===== src/hdl/pga_pkg.sv =====
/*
 * PGA gain controller shared definitions: gain code width, command
 * opcodes and the decoded operation passed from decode to execute.
 */
package pga_pkg;

  // --------------------------------------------------------------------------
  // Gain code
  // --------------------------------------------------------------------------
  localparam int CODE_W       = 8;   // the amplifier frame carries 8 bits.
  localparam int GAIN_MAX_DEF = 200; // default ceiling of the gain register.

  // --------------------------------------------------------------------------
  // Command opcodes
  // --------------------------------------------------------------------------
  typedef enum logic [2:0] {
    OP_SET     = 3'd0, // load the operand as the new gain.
    OP_INC     = 3'd1, // add the operand.
    OP_DEC     = 3'd2, // subtract the operand.
    OP_REFRESH = 3'd3  // rewrite the current gain unchanged.
  } pga_op_e;

  // Codes 4 to 7 have no meaning and are dropped by the decoder.
  typedef struct packed {
    pga_op_e           kind;
    logic [CODE_W-1:0] arg;
  } pga_op_t;

  function automatic logic op_is_legal(logic [2:0] op);
    logic legal;
    case (op)
      OP_SET, OP_INC, OP_DEC, OP_REFRESH: legal = 1'b1;
      default: legal = 1'b0;
    endcase
    return legal;
  endfunction

endpackage

===== src/hdl/gain_op_if.sv =====
/*
 * Decoded-operation channel between the command decoder and the
 * gain execute stage, with a sticky error flag cleared by execute.
 */
interface gain_op_if;

  logic             valid;    // decoder holds a legal operation.
  logic             ready;    // execute can take an operation.
  pga_pkg::pga_op_t op;       // held stable while valid waits for ready.
  logic             last_err; // set by an illegal command, stays set.
  logic             err_clr;  // execute drops the sticky error.

  // decoder side.
  modport src (
    output valid,
    output op,
    output last_err,
    input  ready,
    input  err_clr
  );

  // execute side.
  modport dst (
    input  valid,
    input  op,
    input  last_err,
    output ready,
    output err_clr
  );

endinterface


===== src/hdl/pga_ctrl_top.sv =====
/*
 * PGA gain controller top level. Chains the command decoder, the gain
 * execute stage and the serial writer.
 */
module pga_ctrl_top #(
  parameter int unsigned GAIN_MAX = pga_pkg::GAIN_MAX_DEF
) (
  input  logic                       sck,
  input  logic                       rst,
  input  logic                       cmd_valid_i,
  input  logic [2:0]                 cmd_op_i,
  input  logic [pga_pkg::CODE_W-1:0] cmd_arg_i,
  output logic                       cmd_ready_o,
  output logic                       cmd_err_o,
  output logic [pga_pkg::CODE_W-1:0] gain_o,
  output logic                       cs_n_o,
  output logic                       sck_o,
  output logic                       mosi_o
);

  logic                       code_valid;
  logic                       code_ready;
  logic [pga_pkg::CODE_W-1:0] code;

  gain_op_if u_op_if ();

  pga_cmd_decode u_cmd_decode (
    .sck         (sck),
    .rst         (rst),
    .cmd_valid_i (cmd_valid_i),
    .cmd_op_i    (cmd_op_i),
    .cmd_arg_i   (cmd_arg_i),
    .cmd_ready_o (cmd_ready_o),
    .cmd_err_o   (cmd_err_o),
    .op_o        (u_op_if.src)
  );

  pga_gain_exec #(
    .GAIN_MAX (GAIN_MAX)
  ) u_gain_exec (
    .sck          (sck),
    .rst          (rst),
    .op_i         (u_op_if.dst),
    .code_valid_o (code_valid),
    .code_ready_i (code_ready),
    .code_o       (code),
    .gain_o       (gain_o)
  );

  pga_spi_writer u_spi_writer (
    .sck          (sck),
    .rst          (rst),
    .code_valid_i (code_valid),
    .code_i       (code),
    .code_ready_o (code_ready),
    .cs_n_o       (cs_n_o),
    .sck_o        (sck_o),
    .mosi_o       (mosi_o)
  );

endmodule


===== src/hdl/pga_spi_writer.sv =====
/*
 * PGA serial writer. Shifts one gain code out MSB first inside a
 * chip-select frame, with a gated inverted clock for the amplifier.
 */
module pga_spi_writer (
  input  logic                       sck,
  input  logic                       rst,
  input  logic                       code_valid_i,
  input  logic [pga_pkg::CODE_W-1:0] code_i,
  output logic                       code_ready_o,
  output logic                       cs_n_o,
  output logic                       sck_o,
  output logic                       mosi_o
);

  typedef enum logic [1:0] {
    IDLE,   // waiting for a code.
    ACTIVE, // shifting the frame.
    WAIT    // gap before the next frame may start.
  } wr_state_e;

  wr_state_e                  state_q;
  wr_state_e                  state_nxt;
  logic [pga_pkg::CODE_W-1:0] shift_q;
  logic [2:0]                 bit_cnt_q;
  logic                       last_bit;
  logic                       code_take;

  assign code_ready_o = (state_q == IDLE);
  assign code_take    = code_valid_i && code_ready_o;
  assign last_bit     = (bit_cnt_q == 3'd7);

  // --------------------------------------------------------------------------
  // Frame FSM
  // --------------------------------------------------------------------------
  always_comb begin
    state_nxt = state_q;
    case (state_q)
      IDLE: begin
        if (code_take) begin
          state_nxt = ACTIVE;
        end
      end
      ACTIVE: begin
        if (last_bit) begin
          state_nxt = WAIT;
        end
      end
      WAIT: begin
        state_nxt = IDLE;             // one cycle with chip select high.
      end
      default: begin
        state_nxt = IDLE;
      end
    endcase
  end

  always_ff @(posedge sck) begin
    if (rst) begin
      state_q   <= IDLE;
      bit_cnt_q <= 3'd0;
    end else begin
      state_q <= state_nxt;
      if (state_q == ACTIVE) begin
        bit_cnt_q <= bit_cnt_q + 3'd1;
      end else begin
        bit_cnt_q <= 3'd0;
      end
    end
  end

  // --------------------------------------------------------------------------
  // Data path
  // --------------------------------------------------------------------------
  always_ff @(posedge sck) begin
    if (code_take) begin
      shift_q <= code_i;
    end else if (state_q == ACTIVE) begin
      shift_q <= {shift_q[pga_pkg::CODE_W-2:0], 1'b0};
    end
  end

  // Data moves on the rising edge of sck, so the inverted clock rises at
  // mid-bit and the amplifier samples a settled value.
  assign sck_o  = (state_q == ACTIVE) && !sck;
  assign cs_n_o = (state_q != ACTIVE);
  assign mosi_o = shift_q[pga_pkg::CODE_W-1];

endmodule


===== src/hdl/pga_gain_exec.sv =====
/*
 * PGA gain execute stage. Applies set, step and refresh operations to
 * the gain register with clamping and hands each result to the writer.
 */
module pga_gain_exec #(
  parameter int unsigned GAIN_MAX = pga_pkg::GAIN_MAX_DEF
) (
  input  logic                       sck,
  input  logic                       rst,
  gain_op_if.dst                     op_i,
  output logic                       code_valid_o,
  input  logic                       code_ready_i,
  output logic [pga_pkg::CODE_W-1:0] code_o,
  output logic [pga_pkg::CODE_W-1:0] gain_o
);

  localparam logic [pga_pkg::CODE_W-1:0] MAX_CODE = GAIN_MAX[pga_pkg::CODE_W-1:0];

  logic [pga_pkg::CODE_W-1:0] gain_q;
  logic [pga_pkg::CODE_W-1:0] gain_nxt;
  logic [pga_pkg::CODE_W-1:0] arg;
  logic [pga_pkg::CODE_W:0]   gain_sum;
  logic                       pend_q;
  logic                       op_take;

  // --------------------------------------------------------------------------
  // Operation handshake
  // --------------------------------------------------------------------------
  assign op_i.ready   = !pend_q;                    // one code in flight at most.
  assign op_take      = op_i.valid && op_i.ready;
  assign op_i.err_clr = op_take && op_i.last_err;   // a good operation ends the error.

  // --------------------------------------------------------------------------
  // Next gain with clamping
  // --------------------------------------------------------------------------
  assign arg      = op_i.op.arg;
  assign gain_sum = {1'b0, gain_q} + {1'b0, arg};   // carry bit catches wrap.

  always_comb begin
    gain_nxt = gain_q;
    case (op_i.op.kind)
      pga_pkg::OP_SET: begin
        gain_nxt = (arg > MAX_CODE) ? MAX_CODE : arg;
      end
      pga_pkg::OP_INC: begin
        if (gain_sum > {1'b0, MAX_CODE}) begin
          gain_nxt = MAX_CODE;                      // saturate at the ceiling.
        end else begin
          gain_nxt = gain_sum[pga_pkg::CODE_W-1:0];
        end
      end
      pga_pkg::OP_DEC: begin
        gain_nxt = (arg > gain_q) ? '0 : gain_q - arg;
      end
      default: begin
        gain_nxt = gain_q;                          // refresh rewrites the same code.
      end
    endcase
  end

  // --------------------------------------------------------------------------
  // Gain register and pending code
  // --------------------------------------------------------------------------
  always_ff @(posedge sck) begin
    if (rst) begin
      gain_q <= '0;
      pend_q <= 1'b0;
    end else if (op_take) begin
      gain_q <= gain_nxt;
      pend_q <= 1'b1;                               // every result gets a frame.
    end else if (code_ready_i) begin
      pend_q <= 1'b0;
    end
  end

  // the gain cannot move while a code is pending, so the register is the code.
  assign code_o       = gain_q;
  assign code_valid_o = pend_q;
  assign gain_o       = gain_q;

endmodule


===== src/hdl/pga_cmd_decode.sv =====
/*
 * PGA command decoder. Takes host commands, keeps legal ones in a
 * one-entry buffer and flags illegal opcodes with a one-cycle pulse.
 */
module pga_cmd_decode (
  input  logic                       sck,
  input  logic                       rst,
  input  logic                       cmd_valid_i,
  input  logic [2:0]                 cmd_op_i,
  input  logic [pga_pkg::CODE_W-1:0] cmd_arg_i,
  output logic                       cmd_ready_o,
  output logic                       cmd_err_o,
  gain_op_if.src                     op_o
);

  logic             buf_valid_q;
  pga_pkg::pga_op_t buf_op_q;
  logic             err_q;
  logic             last_err_q;
  logic             cmd_acc;
  logic             cmd_legal;
  logic             cmd_bad;
  logic             buf_drain;

  assign cmd_legal   = pga_pkg::op_is_legal(cmd_op_i);
  assign buf_drain   = buf_valid_q && op_o.ready;   // execute takes the entry.
  assign cmd_ready_o = !buf_valid_q || op_o.ready;  // room now or after this edge.
  assign cmd_acc     = cmd_valid_i && cmd_ready_o;
  assign cmd_bad     = cmd_acc && !cmd_legal;

  // --------------------------------------------------------------------------
  // One-entry buffer
  // --------------------------------------------------------------------------
  always_ff @(posedge sck) begin
    if (rst) begin
      buf_valid_q <= 1'b0;
    end else if (cmd_acc && cmd_legal) begin
      buf_valid_q <= 1'b1;                 // a refill wins over a drain.
    end else if (buf_drain) begin
      buf_valid_q <= 1'b0;
    end
  end

  always_ff @(posedge sck) begin
    if (cmd_acc && cmd_legal) begin
      buf_op_q.kind <= pga_pkg::pga_op_e'(cmd_op_i);
      buf_op_q.arg  <= cmd_arg_i;
    end
  end

  // --------------------------------------------------------------------------
  // Error reporting
  // --------------------------------------------------------------------------
  always_ff @(posedge sck) begin
    if (rst) begin
      err_q      <= 1'b0;
      last_err_q <= 1'b0;
    end else begin
      err_q <= cmd_bad;                    // one pulse per dropped command.
      if (cmd_bad) begin
        last_err_q <= 1'b1;
      end else if (op_o.err_clr) begin
        last_err_q <= 1'b0;
      end
    end
  end

  assign cmd_err_o     = err_q;
  assign op_o.valid    = buf_valid_q;
  assign op_o.op       = buf_op_q;
  assign op_o.last_err = last_err_q;

endmodule


===== config.mk =====
export PLATFORM = sky130hd
export DESIGN_NAME = pga_ctrl_top
export DESIGN_NICKNAME = d
export VERILOG_FILES = /design/src/hdl/pga_pkg.sv /design/src/hdl/gain_op_if.sv /design/src/hdl/pga_ctrl_top.sv /design/src/hdl/pga_spi_writer.sv /design/src/hdl/pga_gain_exec.sv /design/src/hdl/pga_cmd_decode.sv
export SDC_FILE = /design/constraint.sdc
export NUM_CORES = 1
export LEC_CHECK = 0
export BUFFER_PORTS_ARGS = -buffer_cell sky130_fd_sc_hd__buf_4
export CELL_PAD_IN_SITES_DETAIL_PLACEMENT = 0
export CELL_PAD_IN_SITES_GLOBAL_PLACEMENT = 2
export CORE_MARGIN = 5
export CORE_UTILIZATION = 35
export CTS_CLUSTER_SIZE = 28
export DETAILED_ROUTE_END_ITERATION = 8
export GPL_TIMING_DRIVEN = 0
export PLACE_DENSITY = 0.72
export SYNTH_ARGS = -nofsm -noshare
export SYNTH_HDL_FRONTEND = slang
export SYNTH_SLANG_ARGS = --single-unit

===== constraint.sdc =====
create_clock -name sck -period 8.3 [get_ports sck]
set_input_delay 2.49 -clock sck [delete_from_list [all_inputs] [get_ports sck]]
set_output_delay 2.49 -clock sck [all_outputs]
set_load 0.03 [all_outputs]

==> out/summary.md <==
* net total in the final layout: 311
* total standard cell area after synthesis: 2320 sq um
* y dimension of the die: 91.4 um
* most frequent cells after synthesis: nor2_1, edfxtp_1, ha_1
* slew at the pin with the worst max-slew slack: 1.01 ns
* Area contributors post-synth: edfxtp_1, dfxtp_1, ha_1
* leakage power total: 1.15 nW
* Startpoint Class: clock port
* worst reg2reg path endpoint: u_gain_exec.code_o[5]
* number of enable-type register cells in the synthesized netlist: 19
* clock-pin slew on the worst setup and hold paths: 0.06 ns
* final hold violation count: 0
* source of the worst hold timing path: u_spi_writer.bit_cnt_q[0]
* total power after layout: 0.433 mW
* Max stage delay on crit path: 0.16 ns
* maximum net fanout on the critical path: 2
* Core Box Area: 6390 sq um
* path class of the lowest-slack min-delay path: reg2reg
* setup repair after global routing missed its margin: no
* number of global-route vias before repair: 1,908
* diode count: 0
* Worst EP required: 5.81 ns
* most common cell type on the critical path: clkbuf_8
* data arrival at the endpoint of the critical path: 4.63 ns
* number of detailed-routing iterations run before antenna repair: 4
* Final Routed Wirelength: 6.29 mm
* Setup Crit Path Kind: clk2out
* Cell Rows: 29
* Max VDD drop: 0.000100 V
* maximum number of pins on one net before global-route repair: 13
* buffers inserted by post-CTS timing repair: 0
* count of cells along the worst register-to-register path: 9
* Critical Path, Cell by Cell: clkbuf_8 > clkbuf_8 > nor2_1 > buf_4
* aggregate global routing overflow: 0
* Setup violations, final: 0
* portion of the post-synthesis area used by sequential elements: 0.384
* endpoint kind of the worst setup timing path: primary output
* setup slack on the worst flop-to-flop path: 5.21 ns
* total routing resource utilization after global routing: 0.151
* delay-heaviest family, CP: buffers and inverters
* Setup WS post-layout: 1.18 ns
* count of nets left with antenna violations after detail routing: 0
* setup TNS: 0 ns
* dpl hpwl: 4.88 mm
* wire length of the first global-routing pass: 9.83 mm
* wire length per cell after detailed routing: 17.7 um
* most numerous cell in the Yosys netlist: nor2_1
* Area Overhead vs Synth: 18.5%
* routed vias: 1,914
* number of antenna violations at the first check in global routing: 0
* ratio of routed vias to standard cells: 5.39
* TritonCTS clock tree: yes
* area of the die: 8350 sq um
* number of buffers and inverters on the critical path: 3
* count of distinct cell types in the synthesized netlist: 53
* post-route clock skew: 0.00786 ns
* post-synth top area share: 0.246
* flops & latches, synth: 35
* Mapped Nets: 275
* Setup Slack @ Placement: 1.42 ns
* Slowest-stage cell, CP: buf_4
* reported max-cap violation count: 0
* final RePlAce weighted congestion: 0.781
* number of port buffers: 26
* asr flop ratio synth: 0
* Die Width: 91.4 um
* share of layout cells above drive strength 1: 0.183
* Min-Delay Path Depth: 1
* count of warnings emitted by yosys: 0
* Final Max Slew Viols: 0
* Max transition margin: 0.322
* total of hold buffers inserted after clock tree synthesis: 0
* number of standard cells after synthesis: 241
* mean cell area of the mapped netlist: 9.62 sq um
* DRC viols: 0
* clock latency at the later pin of the worst-skew pair: 0.39 ns
* count of cells resized by post-cts repair: 0
* outcome: finished clean
* leading area contributor after synthesis: edfxtp_1
* Boundary Pins: 27
* PD cells: 158 nW/um^2
* leading register cell type out of synthesis: edfxtp_1
* startpoint of the worst-slack reg-to-reg timing path: u_cmd_decode.op_o.op[4]
* DR iter-0 viols: 77
* endpoint of the worst hold-timing path: u_spi_writer.bit_cnt_q[0]
* effective utilization at floorplan: 0.363
-- sequential cells by signal (all words and copies together) (netlist names) --
register and flops:
u_cmd_decode.cmd_err_o 1, u_gain_exec.code_o 8, u_spi_writer.bit_cnt_q 3, u_spi_writer.shift_q 8, u_cmd_decode.op_o.valid 1, u_gain_exec.code_valid_o 1
u_spi_writer.state_q 2, u_cmd_decode.op_o.op 11
-- worst max-delay path by stage --
stage | start | to | slack (ns) | depth (start not counted)
global placement | sck | sck_o | 1.42 | 2
global route | sck | sck_o | 1.12 | 4
finish | sck | sck_o | 1.18 | 4
CTS | sck | sck_o | 1.17 | 4
floorplan | sck | sck_o | 1.25 | 1
detailed placement | sck | sck_o | 1.42 | 2
-- final cells by class --
cell class                      instances  area [sq um]
Inverter                               16          60.1
Timing Repair Buffer                   25           188
Multi-Input combinational cell        185          1340
Clock inverter                          1          5.00
Sequential cell                        35           891
Tap cell                               77          96.3
Clock buffer                           11           135
Fill cell                             621          3640
Buffer                                  5          27.5
-- cells by family (layout without fill, tap and decap cells) --
logic type / count (synthesis) / count (layout) / share of synthesized area
AOI/OAI and AO/OA: 66 / 66 / 0.211
xor gates and xnor gates: 7 / 7 / 0.0265
adders and majority gates: 20 / 20 / 0.114
buffers and inverters: 21 / 58 / 0.0378
DFF: 35 / 35 / 0.384
muxes: 7 / 7 / 0.0340
and+or+nand+nor: 85 / 85 / 0.192
-- metal layers --
| layer | vias to the layer above | GRT usage | part of all wire |
|---|---|---|---|
| met1 | 907 | 0.211 | 0.51 |
| met4 | 0 | 0.0391 | 0.0054 |
| met3 | 5 | 0.0364 | 0.032 |
| met2 | 30 | 0.233 | 0.45 |
| met5 | - | 0 | 0 |
| li1 | 972 | - | - |
-- report_power, final --
group | switching [mW] | internal [mW] | total [mW]
Sequential | 0.00665 | 0.192 | 0.199
Combinational | 0.0391 | 0.0276 | 0.0667
Clock | 0.0688 | 0.0985 | 0.167
Total | 0.115 | 0.318 | 0.433
-- per-stage QoR --
| stage | instances | hold slack (ns) | utilization | cell area [sq um] |
|---|---|---|---|---|
| 5_1_grt | 355 | 0.455 | 0.430 | 2750 |
| 4_1_cts | 355 | 0.436 | 0.429 | 2740 |
| 2_1_floorplan | 241 | 0.408 | - | 2320 |
| 3_3_place_gp | 344 | 0.422 | 0.409 | 2610 |
| 3_5_place_dp | 344 | 0.430 | 0.409 | 2610 |
| 6_report | 355 | 0.432 | 0.430 | 2750 |
-- layout by cell type, fill, tap and decap left out, types with 6 or more instances in the layout --
master	instances
a211oi_1	6
a21oi_1	9
buf_4	26
clkbuf_8	9
dfxtp_1	16
edfxtp_1	19
ha_1	18
inv_1	16
mux2_2	7
nand2_1	8
nand2b_1	6
nor2_1	34
nor2b_1	6
o21ai_0	10
xnor2_1	6
Power figures use the tool's default switching activity.
